## config.mk

```make
export PLATFORM = sky130hd
export DESIGN_NAME = decoder_arg_regs
export DESIGN_NICKNAME = d
export VERILOG_FILES = /design/src/mz_bus_pkg.sv /design/src/decoder_arg_regs.sv
export SDC_FILE = /design/constraint.sdc
export NUM_CORES = 1
export LEC_CHECK = 0
export BUFFER_PORTS_ARGS = -buffer_cell sky130_fd_sc_hd__buf_4
export CELL_PAD_IN_SITES_DETAIL_PLACEMENT = 0
export CELL_PAD_IN_SITES_GLOBAL_PLACEMENT = 1
export CORE_MARGIN = 3
export CORE_UTILIZATION = 35
export DETAILED_ROUTE_END_ITERATION = 12
export GPL_ROUTABILITY_DRIVEN = 0
export PLACE_DENSITY = 0.59
export SLEW_MARGIN = 20
export SYNTH_ARGS = -nofsm -noshare
export SYNTH_HDL_FRONTEND = slang
export SYNTH_SLANG_ARGS = --single-unit
```

## constraint.sdc

```tcl
create_clock -name FPGA_CLK3 -period 1.49 [get_ports FPGA_CLK3]
set_clock_uncertainty 0.15 [all_clocks]
set_input_delay 0.0745 -clock FPGA_CLK3 [delete_from_list [all_inputs] [get_ports FPGA_CLK3]]
set_output_delay 0.0745 -clock FPGA_CLK3 [all_outputs]
set_load 0.02 [all_outputs]
```

## src/mz_bus_pkg.sv

```systemverilog
`default_nettype none

package mz_bus_pkg;

  // -----------------------------------------------
  // bus geometry
  // -----------------------------------------------
  localparam int addr_w    = 24;               // host address bus
  localparam int data_w    = 32;               // host data bus
  localparam int lane_n    = 4;                // byte lanes per word
  localparam int lane_w    = data_w / lane_n;  // bits per lane
  localparam int ram_aw    = 9;                // buffer word address
  localparam int ram_depth = 1 << ram_aw;      // 512 words
  localparam int ram_lsb   = 2;                // byte addr -> word addr
  localparam int reg_off_w = 8;                // register offset, addr 7:0

  // address bit 13 splits the map, set = buffer
  localparam int region_bit = 13;

  // -----------------------------------------------
  // decoder register map, byte offsets
  // -----------------------------------------------
  localparam logic [reg_off_w-1:0] reg_off_run    = 8'h00;  // bit 0 = start
  localparam logic [reg_off_w-1:0] reg_off_ncs    = 8'h10;  // coding scheme
  localparam logic [reg_off_w-1:0] reg_off_nct    = 8'h14;  // channel type
  localparam logic [reg_off_w-1:0] reg_off_n1     = 8'h18;
  localparam logic [reg_off_w-1:0] reg_off_n2     = 8'h1c;
  localparam logic [reg_off_w-1:0] reg_off_nnobpa = 8'h20;  // out bits part a
  localparam logic [reg_off_w-1:0] reg_off_nnobpb = 8'h24;  // out bits part b
  localparam logic [reg_off_w-1:0] reg_off_pppa   = 8'h28;  // puncture part a
  localparam logic [reg_off_w-1:0] reg_off_pppb   = 8'h2c;  // puncture part b
  localparam logic [reg_off_w-1:0] reg_off_lvl    = 8'h30;  // level

  // reading word 0 returns word 1 + word 2
  localparam logic [ram_aw-1:0] sum_trigger_word = 9'd0;
  localparam logic [ram_aw-1:0] sum_word_a       = 9'd1;
  localparam logic [ram_aw-1:0] sum_word_b       = 9'd2;

  typedef logic [data_w-1:0] data_t;

  // bus controller states
  typedef enum logic [3:0] {
    st_idle,     // wait for strobe
    st_latch,    // address held, decide
    st_access,   // strobe to regs or ram
    st_capture,  // grab read result
    st_fetch_a,  // sum operand a read
    st_fetch_b,  // sum operand b read
    st_sum,      // add, two cycles
    st_ack,      // raise dtack
    st_release   // hold dtack until strobe drops
  } bus_state_t;

endpackage

`default_nettype wire

```

## src/decoder_arg_regs.sv

```systemverilog
`timescale 1ns/10ps
`default_nettype none

module decoder_arg_regs (
  input  wire                                FPGA_CLK3,
  input  wire                                SYS_RST_N,
  input  wire                                reg_wr_stb,   // one cycle write
  input  wire  [mz_bus_pkg::reg_off_w-1:0]   reg_off,      // byte offset
  input  wire  mz_bus_pkg::data_t            wr_data,
  output mz_bus_pkg::data_t                  reg_rd_data,  // combinational readback
  output logic                               dec_run       // decoder start level
);

  import mz_bus_pkg::*;

  data_t reg_run;     // control, bit 0 = run
  data_t reg_ncs;
  data_t reg_nct;
  data_t reg_n1;
  data_t reg_n2;
  data_t reg_nnobpa;
  data_t reg_nnobpb;
  data_t reg_pppa;
  data_t reg_pppb;
  data_t reg_lvl;

  // -----------------------------------------------
  // write decode, whole word per strobe
  // -----------------------------------------------
  always_ff @(posedge FPGA_CLK3 or negedge SYS_RST_N) begin
    if (!SYS_RST_N) begin
      reg_run    <= '0;
      reg_ncs    <= '0;
      reg_nct    <= '0;
      reg_n1     <= '0;
      reg_n2     <= '0;
      reg_nnobpa <= '0;
      reg_nnobpb <= '0;
      reg_pppa   <= '0;
      reg_pppb   <= '0;
      reg_lvl    <= '0;
    end else if (reg_wr_stb) begin
      case (reg_off)
        reg_off_run:    reg_run    <= wr_data;
        reg_off_ncs:    reg_ncs    <= wr_data;
        reg_off_nct:    reg_nct    <= wr_data;
        reg_off_n1:     reg_n1     <= wr_data;
        reg_off_n2:     reg_n2     <= wr_data;
        reg_off_nnobpa: reg_nnobpa <= wr_data;
        reg_off_nnobpb: reg_nnobpb <= wr_data;
        reg_off_pppa:   reg_pppa   <= wr_data;
        reg_off_pppb:   reg_pppb   <= wr_data;
        reg_off_lvl:    reg_lvl    <= wr_data;
        default:        ;                        // hole in the map, ignored
      endcase
    end
  end

  // -----------------------------------------------
  // readback mux
  // -----------------------------------------------
  always_comb begin
    case (reg_off)
      reg_off_run:    reg_rd_data = reg_run;
      reg_off_ncs:    reg_rd_data = reg_ncs;
      reg_off_nct:    reg_rd_data = reg_nct;
      reg_off_n1:     reg_rd_data = reg_n1;
      reg_off_n2:     reg_rd_data = reg_n2;
      reg_off_nnobpa: reg_rd_data = reg_nnobpa;
      reg_off_nnobpb: reg_rd_data = reg_nnobpb;
      reg_off_pppa:   reg_rd_data = reg_pppa;
      reg_off_pppb:   reg_rd_data = reg_pppb;
      reg_off_lvl:    reg_rd_data = reg_lvl;
      default:        reg_rd_data = '0;         // undefined offset reads zero
    endcase
  end

  assign dec_run = reg_run[0];  // start level out to the decoder

endmodule

`default_nettype wire

```

* Word-level counts from Yosys, hierarchy flattened *
Cells that the tools add are included.

cells by class
  reduce and logical (&&, ||, !) cells = 11
  multiplexer cells = 1
  equality and inequality tests = 9

operators with widths
  cell                  count
  $pmux W32 S10         1
  $eq A8 B6 Y1 const B  5
  $eq A8 B5 Y1 const B  4
  $reduce_and A2 Y1     10
  $logic_not A8 Y1      1

word-level totals
  input bits = 43
  flip-flop bits (word level) = 320
  output and inout bits = 33
  word-level logic and storage cells = 31

* Depth between registers and ports, before layout *
  word-level depth = 2
  gate-level depth with buffers = 7
  depth with buffers taken out = 4

* Worst setup path after synthesis *
Ideal clock, no wire load.

  path type = in2out
  start point = input port reg_off[5] in the netlist's numbering
  end point = output port reg_rd_data[16]
  required time = 1.266 ns
  arrival time = 1.617 ns
  path slack = -0.351 ns
  stages = 5
  cell sequence = clkbuf_2 > or4b_1 > clkbuf_1 > o32a_1 > o211ai_1

on the way
  longest elaborated chain between the ends = 2

RTL lines
  what                                        RTL line                RTL
  start, declared                             decoder_arg_regs.sv:8   input wire [mz_bus_pkg::reg_off_w-1:0] reg_off,
  $eq A8 B6 Y1, or another cell as far along  decoder_arg_regs.sv:63  case (reg_off)
  $pmux W32 S10 *                             decoder_arg_regs.sv:63
  end, declared                               decoder_arg_regs.sv:10  output mz_bus_pkg::data_t reg_rd_data,

Every way passes the cells marked *; elsewhere a longest branch is shown, timed or not.

* Worst setup path after layout *
  start point = register reg_run[0]
  end point = output port reg_rd_data[0]

on the way
  longest elaborated chain between the ends = 1

RTL lines
  what                    RTL line                RTL
  start, declared         decoder_arg_regs.sv:16  data_t reg_run;
  start signal, assigned  decoder_arg_regs.sv:44  reg_off_run: reg_run <= wr_data;
  $pmux W32 S10           decoder_arg_regs.sv:63

No other way between the ends.

==> results.md <==
* Fraction of layout cells with a size suffix above 1 at 0.551
* Combined global-route utilization of all metal layers at 0.199
* #FFs+latches synth at 320
* Slowest CP cell: sky130_fd_sc_hd__mux4_2
* Ranking of synthesized cells by area: sky130_fd_sc_hd__dfrtp_1, sky130_fd_sc_hd__mux2_2, sky130_fd_sc_hd__a22oi_1, sky130_fd_sc_hd__mux4_2, sky130_fd_sc_hd__mux2i_1
* Arrival time worst endpoint at approximately 2000 ps
* Fin. Hold Viols at 0
* Max H-tree Level at 2
* TritonCTS buffer count at 37
* Fmax achieved at between 400 and 500 MHz
* Terminus of the critical flop-to-flop path: reg_run[0]
* Internal Pwr Total at 15.3 mW
* Area after detailed placement at 17,000 sq um
* Worst Slack Setup Final at -759 ps
* Sequential standard cell area at around 8000 sq um
* Length in cells of the worst reg-to-reg path at 2
* Clock transition at the registers of the reported paths at approximately 60 ps
* Power per Cell Area at between 1000 and 1500 nW/um^2
* Std-Cell Core Area at ~41,000 sq um
* Data required time at the worst endpoint at between 1000 and 1500 ps
* CP cell instances: mux4_2, and3_4, a221oi_4, o21ai_2, buf_6
* Initial antenna violation count at 1
* Total instance count after detailed placement at about 1.7k
* Remaining routing DRC violations at 0
* Unique cell type count in the Yosys netlist at 54
* Detailed-routing iteration count for the pre-antenna-repair pass at 5
* Vias in the first global route at around 10k
* Post-layout minimum cycle time at approximately 2200 ps
* Comb pwr share at 0.087
* Transition time at the pin with the least slew margin at 681 ps
* Average wire length per cell after detail routing at between 20 and 25 microns
* Area of combinational cells with multiple inputs at between 6000 and 7000 sq um
* Outcome: finished, violations left
* Most used flip-flop cell after synthesis: sky130_fd_sc_hd__dfrtp_1
* Routed wire length at ~44,000 microns
* Type of the tightest min-delay check: in2reg
* First-pass GRT wire length at between 60,000 and 70,000 microns
* Detailed Place HPWL at 28,500 microns
* P_sw at 4.66 mW
* Number of instances in the synthesized netlist at 1,055
* Final Hold Slack at approximately 50 ps
* Post-route antenna net violation count at 0
* Total nets after synthesis at between 1k and 1.5k
* Yosys top cell area share at 0.545
* Clock tree from TritonCTS: done
* Antenna diode count at 0
* GRT Residual Overflow at 0
* Post-synthesis cell type with the largest combined area: sky130_fd_sc_hd__dfrtp_1
* Worst vdd ir at roughly 610 uV
* Number of buffers and inverters on the critical path at 1
* Pin count of the biggest net entering global routing at 68
* Register area share after synthesis at 0.545
* Setup slack on the worst flop-to-flop path at between 400 and 500 ps
* Utilization after layout at 0.460
* Max Slew Vio Count at 0
* Switching power share of the total at 0.233
* Die area at 44,500 sq um
* Number of buffers on the longest clock path at 3
* Ports placed on the boundary at 76
* Area growth from synthesis to layout at 28.6%
* Setup CP Type: reg2out
* Via count normalized by instance count at about 5.4
* DIE HEIGHT at roughly 210 microns
* Reported max-cap violation count at 0
* Clock root cell: sky130_fd_sc_hd__clkbuf_16
* Post-route fraction of the period consumed by the critical path at 1.51
* Routed vias at 9,778
* Final nets at around 1.3k
* Post-route cell area at 18,900 sq um
* Critical path fanouts, max at 2
* Number of synthesized flops with an enable pin at 0
* Clock latency reported for the late side of the worst-skew pair at about 530 ps
* Worst Hold End: reg_n2[24]
* Violations in the final reports: negative setup slack
* Endpoints failing setup at 32
* Netlist Area Pre-Place at between 10,000 and 15,000 sq um
* Iteration-0 DRC Markers at 611
* Clock net sink count at 320
* Average cell area after synthesis at 13.9 sq um
* Part of the total power dissipated in sequential elements at 0.466
* Layout filler cell count at roughly 3.8k
* Dominant delay contributor by cell family on the critical path: multiplexers
* Worst min-delay path startpoint: reg_wr_stb
* Synth async-reset ratio at 1.00
* Element type at the critical path start: register
* Total of buffers placed on input and output ports at 75
* Leakage power at 9.07 nW
* Critical Path Max Stage Delay at about 470 ps
* Origin of the critical flop-to-flop path: reg_run[0]
* Count of placed standard cells in the final layout, fillers left out at around 1.8k
* Clock power share at 0.447
* Crit end category: output pin
* Die width at approximately 210 microns
* Number of warnings reported in the yosys synthesis log at 0
* Relative max-transition margin at 0.545
* RSZ-0062 raised after global routing: yes
* Initial Util at 0.357
* Cell depth of the worst min-delay path at 4
* Core Rows at 74
[per-stage QoR]
step | TNS, ps | power, mW | worst slack (ps)
4_1_cts | -27660 | 20.2 | -819
2_1_floorplan | -1590 | 10.3 | -220
3_5_place_dp | -130760 | 11.1 | -583
5_1_grt | -20490 | 20.8 | -848
3_3_place_gp | -130490 | 11.0 | -560
6_report | -18300 | 20.0 | -759
[synthesized netlist by cell type (11+ instances only)]
master / instances
sky130_fd_sc_hd__mux2_2: 326
sky130_fd_sc_hd__mux4_2: 19
sky130_fd_sc_hd__nor2_1: 18
sky130_fd_sc_hd__dfrtp_1: 320
sky130_fd_sc_hd__a22oi_1: 68
sky130_fd_sc_hd__mux2i_1: 20
sky130_fd_sc_hd__o22ai_1: 24
sky130_fd_sc_hd__a211o_1: 11
sky130_fd_sc_hd__buf_2: 37
sky130_fd_sc_hd__clkbuf_1: 20
sky130_fd_sc_hd__buf_1: 34
sky130_fd_sc_hd__a221oi_1: 12
sky130_fd_sc_hd__nand2_1: 18
[cell families (layout without fill, tap and decap cells)]
family | Yosys count | after routing | share of synthesized area
and+or+nand+nor | 87 | 87 | 0.0364
AOI/OAI and AO/OA | 166 | 166 | 0.0857
buffers and inverters | 112 | 323 | 0.0365
muxes | 370 | 370 | 0.296
DFF | 320 | 320 | 0.545
[worst max-delay path by stage]
stage               start               to  slack (ps)  cells after the start
2_1_floorplan  reg_off[5]  reg_rd_data[16]        -220                      5
3_3_place_gp   reg_off[4]  reg_rd_data[16]        -560                      6
3_5_place_dp   reg_off[4]  reg_rd_data[16]        -580                      6
4_1_cts        reg_run[0]   reg_rd_data[0]        -820                      5
5_1_grt        reg_run[0]   reg_rd_data[0]        -850                      5
6_report       reg_run[0]   reg_rd_data[0]        -760                      5
[power by group through the flow]
| stage | Clock [mW] | Combinational [mW] | Sequential, mW |
|---|---|---|---|
| 3_3_place_gp | 0 | 1.60 | 9.44 |
| 5_1_grt | 9.55 | 1.89 | 9.35 |
| 3_5_place_dp | 0 | 1.63 | 9.46 |
| 2_1_floorplan | 0 | 0.862 | 9.40 |
| 4_1_cts | 9.20 | 1.73 | 9.30 |
| 6_report | 8.93 | 1.74 | 9.31 |
[layer usage]
| layer | vias to the layer above | global-route usage | part of all wire |
|---|---|---|---|
| met1 | 5205 | 0.285 | 0.47 |
| met5 | - | 0 | 0.00030 |
| met3 | 57 | 0.0293 | 0.040 |
| li1 | 4330 | - | - |
| met2 | 184 | 0.314 | 0.46 |
| met4 | 2 | 0.0612 | 0.022 |
[area by class of cell]
cell class / instances / area share
sequential: 320 / 0.424
multi-input combinational: 623 / 0.344
timing repair buffer: 251 / 0.132
clock buffer: 58 / 0.0596
tap: 532 / 0.0352
clock inverter: 6 / 0.00377
inverter: 8 / 0.00159
[cells in the final DEF, fill, tap and decap left out, types with 3 or more instances in the layout]
cell and count:
sky130_fd_sc_hd__a211o_1 11, sky130_fd_sc_hd__a211oi_1 8, sky130_fd_sc_hd__a21oi_2 3, sky130_fd_sc_hd__a221oi_1 9, sky130_fd_sc_hd__a22o_1 5, sky130_fd_sc_hd__a22oi_1 58
sky130_fd_sc_hd__a22oi_2 10, sky130_fd_sc_hd__a2bb2oi_1 3, sky130_fd_sc_hd__a32oi_1 3, sky130_fd_sc_hd__buf_12 26, sky130_fd_sc_hd__buf_4 154, sky130_fd_sc_hd__buf_6 31
sky130_fd_sc_hd__clkbuf_1 10, sky130_fd_sc_hd__clkbuf_16 41, sky130_fd_sc_hd__clkbuf_8 10, sky130_fd_sc_hd__dfrtp_1 319, sky130_fd_sc_hd__dlygate4sd3_1 34, sky130_fd_sc_hd__inv_2 8
sky130_fd_sc_hd__mux2_1 3, sky130_fd_sc_hd__mux2_2 321, sky130_fd_sc_hd__mux2_4 7, sky130_fd_sc_hd__mux2i_1 17, sky130_fd_sc_hd__mux2i_2 3, sky130_fd_sc_hd__mux4_2 19
sky130_fd_sc_hd__nand2_1 17, sky130_fd_sc_hd__nand3_1 4, sky130_fd_sc_hd__nand3_2 3, sky130_fd_sc_hd__nand4_1 5, sky130_fd_sc_hd__nor2_1 14, sky130_fd_sc_hd__nor2_2 5
sky130_fd_sc_hd__o21a_1 8, sky130_fd_sc_hd__o22a_1 4, sky130_fd_sc_hd__o22ai_1 14, sky130_fd_sc_hd__o22ai_2 10, sky130_fd_sc_hd__o2bb2ai_1 3, sky130_fd_sc_hd__or2_2 3
[worst reg2reg max path, stage by stage, from the launching register on]
cell	delay (ps)
sky130_fd_sc_hd__dfrtp_2	400
sky130_fd_sc_hd__buf_4	130
sky130_fd_sc_hd__mux2_2	250
[repair_timing]
| item | CTS | global route |
|---|---|---|
| pin swaps | 36 | 9 |
| setup buffers | 1 | 2 |
| setup endpoints to repair | 32 | 255 |
| gates cloned | 0 | 3 |
| gates resized for setup | 61 | 20 |
| hold buffers | 34 | 1 |
| hold endpoints to repair | 640 | 32 |
(Power assumes the default switching activity.)
