**config.mk**
```make
export PLATFORM = sky130hd
export DESIGN_NAME = mz_bus_ctrl
export DESIGN_NICKNAME = d
export VERILOG_FILES = /design/src/mz_bus_pkg.sv /design/src/mz_bus_ctrl.sv
export SDC_FILE = /design/constraint.sdc
export NUM_CORES = 1
export LEC_CHECK = 0
export BUFFER_PORTS_ARGS = -buffer_cell sky130_fd_sc_hd__buf_4
export CAP_MARGIN = 5
export CORE_MARGIN = 2
export CORE_UTILIZATION = 35
export CTS_CLUSTER_DIAMETER = 50
export DETAILED_ROUTE_END_ITERATION = 8
export GPL_TIMING_DRIVEN = 0
export SETUP_SLACK_MARGIN = 0.05
export SLEW_MARGIN = 15
export SYNTH_ARGS = -nofsm -noshare
export SYNTH_HDL_FRONTEND = slang
export SYNTH_SLANG_ARGS = --single-unit
export TNS_END_PERCENT = 5
```
**constraint.sdc**
```tcl
create_clock -name FPGA_CLK3 -period 4.5 [get_ports FPGA_CLK3]
set_input_delay 0.225 -clock FPGA_CLK3 [delete_from_list [all_inputs] [get_ports FPGA_CLK3]]
set_output_delay 0.225 -clock FPGA_CLK3 [all_outputs]
set_load 0.005 [all_outputs]
```
**src/mz_bus_pkg.sv**
```systemverilog
`default_nettype none

package mz_bus_pkg;

  // -----------------------------------------------
  // bus geometry
  // -----------------------------------------------
  localparam int addr_w    = 24;               // host address bus
  localparam int data_w    = 32;               // host data bus
  localparam int lane_n    = 4;                // byte lanes per word
  localparam int lane_w    = data_w / lane_n;  // bits per lane
  localparam int ram_aw    = 9;                // buffer word address
  localparam int ram_depth = 1 << ram_aw;      // 512 words
  localparam int ram_lsb   = 2;                // byte addr -> word addr
  localparam int reg_off_w = 8;                // register offset, addr 7:0

  // address bit 13 splits the map, set = buffer
  localparam int region_bit = 13;

  // -----------------------------------------------
  // decoder register map, byte offsets
  // -----------------------------------------------
  localparam logic [reg_off_w-1:0] reg_off_run    = 8'h00;  // bit 0 = start
  localparam logic [reg_off_w-1:0] reg_off_ncs    = 8'h10;  // coding scheme
  localparam logic [reg_off_w-1:0] reg_off_nct    = 8'h14;  // channel type
  localparam logic [reg_off_w-1:0] reg_off_n1     = 8'h18;
  localparam logic [reg_off_w-1:0] reg_off_n2     = 8'h1c;
  localparam logic [reg_off_w-1:0] reg_off_nnobpa = 8'h20;  // out bits part a
  localparam logic [reg_off_w-1:0] reg_off_nnobpb = 8'h24;  // out bits part b
  localparam logic [reg_off_w-1:0] reg_off_pppa   = 8'h28;  // puncture part a
  localparam logic [reg_off_w-1:0] reg_off_pppb   = 8'h2c;  // puncture part b
  localparam logic [reg_off_w-1:0] reg_off_lvl    = 8'h30;  // level

  // reading word 0 returns word 1 + word 2
  localparam logic [ram_aw-1:0] sum_trigger_word = 9'd0;
  localparam logic [ram_aw-1:0] sum_word_a       = 9'd1;
  localparam logic [ram_aw-1:0] sum_word_b       = 9'd2;

  typedef logic [data_w-1:0] data_t;

  // bus controller states
  typedef enum logic [3:0] {
    st_idle,     // wait for strobe
    st_latch,    // address held, decide
    st_access,   // strobe to regs or ram
    st_capture,  // grab read result
    st_fetch_a,  // sum operand a read
    st_fetch_b,  // sum operand b read
    st_sum,      // add, two cycles
    st_ack,      // raise dtack
    st_release   // hold dtack until strobe drops
  } bus_state_t;

endpackage

`default_nettype wire

```
**src/mz_bus_ctrl.sv**
```systemverilog
`timescale 1ns/10ps
`default_nettype none

module mz_bus_ctrl (
  input  wire                               FPGA_CLK3,
  input  wire                               SYS_RST_N,
  // host side
  input  wire                               mz_as,         // address strobe, high
  input  wire                               mz_rw,         // qualified r/w, 1 = read
  input  wire                               mz_rw_raw,     // raw r/w, 0 = write
  input  wire  [mz_bus_pkg::lane_n-1:0]     mz_byte_n,     // byte lanes, low active
  input  wire  [mz_bus_pkg::addr_w-1:0]     mz_addr,
  input  wire  mz_bus_pkg::data_t           mz_wr_data,
  output logic                              mz_dtack,
  output mz_bus_pkg::data_t                 mz_rd_data,
  output logic                              mz_rd_drive,   // data bus output enable
  // register block
  output logic                              reg_wr_stb,
  output logic [mz_bus_pkg::reg_off_w-1:0]  reg_off,
  input  wire  mz_bus_pkg::data_t           reg_rd_data,
  // buffer memory
  output logic                              ram_en,
  output logic [mz_bus_pkg::lane_n-1:0]     ram_we,
  output logic [mz_bus_pkg::ram_aw-1:0]     ram_addr,
  output mz_bus_pkg::data_t                 wr_data,
  input  wire  mz_bus_pkg::data_t           ram_rd_data
);

  import mz_bus_pkg::*;

  logic [1:0]        as_sync;        // strobe sync chain
  logic              as_detected;
  bus_state_t        state;
  logic [addr_w-1:0] latched_addr;
  logic [lane_n-1:0] latched_lanes;  // high = lane written
  logic              cyc_write;      // latched from raw r/w
  logic              cyc_buf;        // buffer region hit
  logic              cyc_sum;        // read of the trigger word
  logic              sum_phase;      // second cycle of st_sum
  logic [ram_aw-1:0] word_addr;
  data_t             operand_a;
  data_t             operand_b;

  // -----------------------------------------------
  // strobe synchronizer
  // -----------------------------------------------
  always_ff @(posedge FPGA_CLK3 or negedge SYS_RST_N) begin
    if (!SYS_RST_N) begin
      as_sync <= '0;
    end else begin
      as_sync <= {as_sync[0], mz_as};  // sample pin, then shift
    end
  end

  // two samples high and the pin still high, drops at once with the pin
  assign as_detected = as_sync[1] & as_sync[0] & mz_as;

  assign word_addr = latched_addr[ram_lsb +: ram_aw];
  assign cyc_buf   = latched_addr[region_bit];
  assign cyc_sum   = cyc_buf & ~cyc_write & (word_addr == sum_trigger_word);
  assign reg_off   = latched_addr[reg_off_w-1:0];

  assign mz_rd_drive = mz_rw & mz_as;  // drive only during a read strobe

  // -----------------------------------------------
  // bus state machine
  // -----------------------------------------------
  always_ff @(posedge FPGA_CLK3 or negedge SYS_RST_N) begin
    if (!SYS_RST_N) begin
      state      <= st_idle;
      mz_dtack   <= 1'b0;
      reg_wr_stb <= 1'b0;
      ram_en     <= 1'b0;
      ram_we     <= '0;
      sum_phase  <= 1'b0;
    end else begin
      case (state)
        st_idle: begin
          if (as_detected) begin
            state <= st_latch;                    // addr and data latched below
          end
        end
        st_latch: begin
          if (as_detected) begin
            state      <= st_access;
            reg_wr_stb <= cyc_write & ~cyc_buf;   // register write, one cycle
            ram_en     <= cyc_buf;
            ram_we     <= (cyc_write & cyc_buf) ? latched_lanes : '0;
          end else begin
            state <= st_ack;                      // strobe lost, pulse dtack anyway
          end
        end
        st_access: begin
          state      <= st_capture;
          reg_wr_stb <= 1'b0;
          ram_en     <= 1'b0;
          ram_we     <= '0;
        end
        st_capture: begin
          if (cyc_sum) begin
            state  <= st_fetch_a;
            ram_en <= 1'b1;                       // read word a next edge
          end else begin
            state <= st_ack;
          end
        end
        st_fetch_a: begin
          state <= st_fetch_b;                    // word b read next edge
        end
        st_fetch_b: begin
          state  <= st_sum;
          ram_en <= 1'b0;
        end
        st_sum: begin
          sum_phase <= ~sum_phase;
          if (sum_phase) begin
            state <= st_ack;                      // add done
          end
        end
        st_ack: begin
          mz_dtack <= 1'b1;
          state    <= st_release;
        end
        st_release: begin
          if (!as_detected) begin
            mz_dtack <= 1'b0;                     // host dropped the strobe
            state    <= st_idle;
          end
        end
        default: begin
          state <= st_idle;
        end
      endcase
    end
  end

  // -----------------------------------------------
  // address, data and sum datapath
  // -----------------------------------------------
  always_ff @(posedge FPGA_CLK3) begin
    case (state)
      st_idle: begin
        if (as_detected) begin
          latched_addr  <= mz_addr;
          wr_data       <= mz_wr_data;            // host holds it until dtack
          latched_lanes <= ~mz_byte_n;
          cyc_write     <= ~mz_rw_raw;
        end
      end
      st_latch: begin
        ram_addr <= word_addr;
      end
      st_capture: begin
        mz_rd_data <= cyc_buf ? ram_rd_data : reg_rd_data;
        ram_addr   <= sum_word_a;                 // only used on a sum read
      end
      st_fetch_a: begin
        ram_addr <= sum_word_b;
      end
      st_fetch_b: begin
        operand_a <= ram_rd_data;                 // word a out of the ram
      end
      st_sum: begin
        if (!sum_phase) begin
          operand_b <= ram_rd_data;               // word b, ram output held
        end else begin
          mz_rd_data <= operand_a + operand_b;    // wraps mod 2^32
        end
      end
      default: begin
      end
    endcase
  end

endmodule

`default_nettype wire

```
# --- After elaboration in Yosys (flattened, before gate mapping) ---
# Cells that the tools add are included.
totals:
  reg_bits: 170
  input_bits: 129
  wordCells: 76
op_classes:
  n_addsub: 1
  n_eq_ne: 13
  mux: 20
  bitwise: 12
  n_reduce_logical: 15
op_table:
  columns: ["cell", "count"]
  rows:
  - ["2-to-1 mux 32 bit", 2]
  - ["case mux 32 bit (2 select lines)", 1]
  - ["case mux 4 bit (9 select lines)", 1]
  - ["adder 32 bit", 1]
  - ["case mux 9 bit (3 select lines)", 1]
  - ["2-to-1 mux 4 bit", 5]
  - ["== test 4 x 3 -> 1 bit, second input constant", 4]
  - ["!= test 2 bit, second input constant", 5]
  - ["AND reduction 2 bit", 5]
  - ["zero test 9 bit", 1]
  - ["== test 4 x 2 -> 1 bit, second input constant", 2]
  - ["case mux 4 bit (2 select lines)", 1]
  - ["AND 1 bit", 7]
  - ["AND reduction 3 bit", 2]
  - ["nonzero test 2 bit", 3]
  - ["nonzero test 3 bit", 2]
  - ["== test 4 x 1 -> 1 bit, second input constant", 1]
  - ["== test 4 bit, second input constant", 1]
  - ["zero test 4 bit", 1]
  - ["2-to-1 mux 1 bit", 4]
  - ["inverter 1 bit", 4]
  - ["inverter 4 bit", 1]
  - ["case mux 1 bit (2 select lines)", 2]
  - ["2-to-1 mux 3 bit", 1]
  - ["other kinds (3)", 3]

# --- Logic depth before layout (Yosys ltp) ---
logic_depth:
  ltp_word: 5
  mapped_depth: 10

# --- Worst setup path before layout ---
# OpenSTA, ideal clock, no wires.
synth_path:
  path_kind: "register to register"
  start: "reg state[2]"
  end: "reg operand_b[0], enable pin"
  setup_time_ns: 0.461
  t_arrival_ns: 2.945
  setup_slack_ns: 1.094
  path_stages_with_launch: 4
  path_buffers: 1
  period_less_slack_ns: 3.406
  cell_sequence: "dfrtp_1 > clkbuf_1 > nand2b_1 > nor3_1"
synth_via:
  elab_chain_len: 2
synth_rtl:
  columns: ["element", "line_no", "text"]
  rows:
  - ["start: declaration", "mz_bus_ctrl.sv:33", "bus_state_t state;"]
  - ["start signal: assignment", "mz_bus_ctrl.sv:70", "state <= st_idle;"]
  - ["start signal: assignment", "mz_bus_ctrl.sv:80", "state <= st_latch;"]
  - ["start signal: assignment", "mz_bus_ctrl.sv:85", "state <= st_access;"]
  - ["== test 4 x 3 -> 1 bit", "mz_bus_ctrl.sv:141", "case (state)"]
  - ["AND reduction 2 bit (no line)", null, null]
  - ["end signal: assignment", "mz_bus_ctrl.sv:165", "operand_b <= ram_rd_data;"]
  - ["end: declaration", "mz_bus_ctrl.sv:42", "data_t operand_b;"]
# No other way between the ends.
# A chain may end at the register's enable or synchronous reset.

# --- Worst setup path in the final report ---
layout_path:
  start: "reg operand_a[0]"
  end: "reg mz_rd_data[30], data pin"
layout_via:
  elab_chain_len: 3
layout_rtl:
  columns: ["element", "line_no", "text"]
  rows:
  - ["start: declaration", "mz_bus_ctrl.sv:41", "data_t operand_a;"]
  - ["start signal: assignment", "mz_bus_ctrl.sv:161", "operand_a <= ram_rd_data;"]
  - ["adder 32 bit", "mz_bus_ctrl.sv:167", "mz_rd_data <= operand_a + operand_b;"]
  - ["2-to-1 mux 32 bit", "mz_bus_ctrl.sv:164", "if (!sum_phase) begin"]
  - ["case mux 32 bit (2 select lines)", "mz_bus_ctrl.sv:141", null]
  - ["end signal: assignment", "mz_bus_ctrl.sv:154", "mz_rd_data <= cyc_buf ? ram_rd_data : reg_rd_data;"]
  - ["end signal: assignment", "mz_bus_ctrl.sv:167", null]
  - ["end: declaration", "mz_bus_ctrl.sv:15", "output mz_bus_pkg::data_t mz_rd_data,"]
# No other way between the ends. The select of a mux whose other input is x is not followed.

==> impl_metrics.json <==
{
  "worst-path-buf-inv": 0,
  "wl_per_cell_um": 16.89,
  "rows": 54,
  "clockBufferDepth": 2,
  "dp_cells": 1070,
  "synth_area_mm2": 0.007685,
  "synth-xor-area-share": 0.03305,
  "cts_max_level": 4,
  "r2r-end": "mz_rd_data[30]$_DFFE_PP_",
  "fin_skew_ns": 0.01255,
  "syn-num-nets": 740,
  "fin_cells": 1171,
  "cp_max_fo": 5,
  "rr_worst_depth": 10,
  "grt_start_max_net_pins": 30,
  "power_density_mw_per_mm2": 521.7,
  "place.gp.congestion": 0.8534,
  "cpLargestDelayFamily": "compound AO/OA/AOI/OAI gates",
  "cts_setup_buffers": 0,
  "critical_path.cell_chain": "ha_1 -> fa_1 -> a21o_1 -> a221oi_2 -> a211oi_1 -> a41o_1 -> a21oi_2 -> o21ai_0 -> xnor2_1 -> mux2i_1",
  "fill_cells": 1886,
  "ys_seq_area_frac": 0.6473,
  "synth-simple-area-share": 0.09248,
  "r2r_start": "operand_a[0]$_DFFE_PP_",
  "start_util": 0.3543,
  "leakage_nw": 4.426,
  "dp_hpwl_mm": 14.11,
  "port_buffers": 205,
  "yosysUniqueCellTypes": 51,
  "ant_nets": 0,
  "ys_ff_latch": 168,
  "irDropWorstVdd_mv": 0.2480,
  "setup-violations-final": 0,
  "hold_viol": 0,
  "synth_edf_count": 154,
  "area_growth_pct": 43.28,
  "totalWireLength_mm": 19.78,
  "clk_latency_ns": 0.42,
  "yosys.area.top_type": "edfxtp_1",
  "clock.fmax_ghz": 0.3002,
  "multi_input_comb_area_mm2": 0.002569,
  "drv_slew": 0,
  "synth_top_family_by_area": "compound AO/OA/AOI/OAI gates",
  "finalPower_mw": 5.744,
  "ys_top_cells_by_area": "edfxtp_1, ha_1, dfrtp_1, mux2i_1, a21oi_1",
  "gr-total-overflow": 0,
  "hold_path_end": "operand_b[29]$_DFFE_PP_",
  "slowest_delay_ns": 0.42,
  "fp.coreArea_mm2": 0.02169,
  "synthArstFlopShare": 0.08333,
  "regArea_mm2": 0.004975,
  "vias_per_cell": 4.863,
  "clk_pin_slew_ns": 0.07,
  "drc_errors": 0,
  "cp.depth": 10,
  "postSynthCellCount": 579,
  "grt_pass1_wl_mm": 31.33,
  "required_ns": 4.65,
  "fp.dieW_um": 152.2,
  "dieArea_mm2": 0.02316,
  "period_share": 0.7403,
  "min_from": "ram_rd_data[29]",
  "vias": 5694,
  "antenna_cells": 0,
  "avgSynthCellArea_um2": 13.27,
  "synthAdderAreaFrac": 0.05308,
  "mostFrequentLayoutCell": "buf_4",
  "clock_sink_count": 168,
  "synth_flop_cell": "edfxtp_1",
  "grt.total_usage": 0.1717,
  "crit_slowest_cell": "fa_1",
  "min_delay_path_depth": 1,
  "dr.first_iter.drc_count": 232,
  "ios": 218,
  "cap_viol_max_count": 0,
  "yosys_warnings": 0,
  "first_pass_iters": 5,
  "cts_tree": "built",
  "grt_pass1_vias": 5922,
  "die_y_um": 152.2,
  "netlist.area_leader.share": 0.6018,
  "layout_min_cycle_time_ns": 3.331,
  "status": "finished, final reports clean",
  "most-common-layout-cells": "buf_4, edfxtp_1, dlygate4sd3_1",
  "antenna_found_initial": 0,
  "cts_root_buf": "clkbuf_16",
  "cts_inserted_buffers": 17,
  "drive_above_1_share": 0.2918,
  "synth.area.mux_share": 0.03663,
  "end_kind": "flip-flop",
  "critPathKind": "flip-flop to flip-flop",
  "cp.arrival_ns": 3.48,
  "r2r_setup_slack_ns": 1.17,
  "tightest_slew_ns": 0.8866,
  "worstHoldPathType": "primary input to flip-flop",
  "final_nets": 1039,
  "cp-start-kind": "flip-flop",
  "grt_setup_unrepaired": "no",
  "slew_headroom": 0.4089,
  "fin_util": 0.5077,
  "synth-compound-area-share": 0.1169
}
## power by group
group / internal, mW / total [mW] / switching [mW] / leakage, nW
Sequential: 2.14 / 2.24 / 0.103 / 1.59
Clock: 0.947 / 1.58 / 0.633 / 0.306
Combinational: 0.840 / 1.92 / 1.08 / 2.53
## layout make-up
class	instances	area share
clock inverter	14	0.01909
timing repair buffer	280	0.2107
inverter	7	0.002386
buffer	27	0.01193
multi-input combinational	377	0.2333
tap	280	0.03182
sequential	168	0.4518
clock buffer	18	0.03898
## cells in the mapped netlist (9+ instances only)
master / n
nand4_1: 9
a211oi_1: 12
a21o_1: 20
mux2i_1: 27
nor2_1: 26
xnor2_1: 21
edfxtp_1: 154
dfrtp_1: 14
ha_1: 31
clkbuf_1: 17
o21ai_0: 37
nand2_1: 45
a21oi_1: 46
nor2b_1: 18
## worst register-to-register path: stages (launching register included)
cell and delay (ns):
edfxtp_1 0.37, ha_1 0.24, fa_1 0.42, a21o_1 0.23, a221oi_2 0.41, a211oi_1 0.19, a41o_1 0.36, a21oi_2 0.30
o21ai_0 0.19, xnor2_1 0.25, mux2i_1 0.11
## cell families after synthesis
| family | count (synthesis) |
|---|---|
| compound gates | 145 |
| xor+xnor | 29 |
| fa+ha+maj | 32 |
| buf+inv | 34 |
| flops | 168 |
| mux | 28 |
| simple gates | 143 |
## sequential cells by signal (all words and copies together), names as in the netlist
signal / count
as_sync: 2
cyc_write: 1
latched_addr: 12
latched_lanes: 4
mz_dtack: 1
mz_rd_data: 32
operand_a: 32
operand_b: 32
ram_addr: 9
ram_en: 1
ram_we: 4
reg_wr_stb: 1
state: 4
sum_phase: 1
wr_data: 32
## layer usage
layer	part of all wire	track usage
met2	0.48	0.2874
met4	0.017	0.04984
met5	0	0
met3	0.084	0.05774
met1	0.41	0.2124
## per-stage QoR
stage	TNS (ns)	setup WS [ns]	hold slack (ns)	instance area, µm²
floorplan	0	1.094	-0.07059	7685
finish	0	1.169	0.01296	11010
global route	0	0.9508	0.001494	11010
detailed placement	0	1.189	0.09718	9681
CTS	0	1.158	0.0008020	11010
global placement	-26.00	-0.8142	0.09421	9574
## worst max path at each step
stage	startpoint	to	slack (ns)
after global placement	state[2]$_DFFE_PN0P_	operand_b[9]$_DFFE_PP_	-0.81
after floorplan	state[2]$_DFFE_PN0P_	operand_b[0]$_DFFE_PP_	1.09
final	operand_a[0]$_DFFE_PP_	mz_rd_data[30]$_DFFE_PP_	1.17
after global routing	operand_a[0]$_DFFE_PP_	mz_rd_data[30]$_DFFE_PP_	0.95
after CTS	operand_a[0]$_DFFE_PP_	mz_rd_data[30]$_DFFE_PP_	1.16
after detailed placement	operand_a[0]$_DFFE_PP_	mz_rd_data[30]$_DFFE_PP_	1.19
## timing repair
action,4_1_cts,5_1_grt
gates resized for setup,0,0
hold buffers,69,0
hold endpoints to repair,105,0
Power figures use the tool's default switching activity.
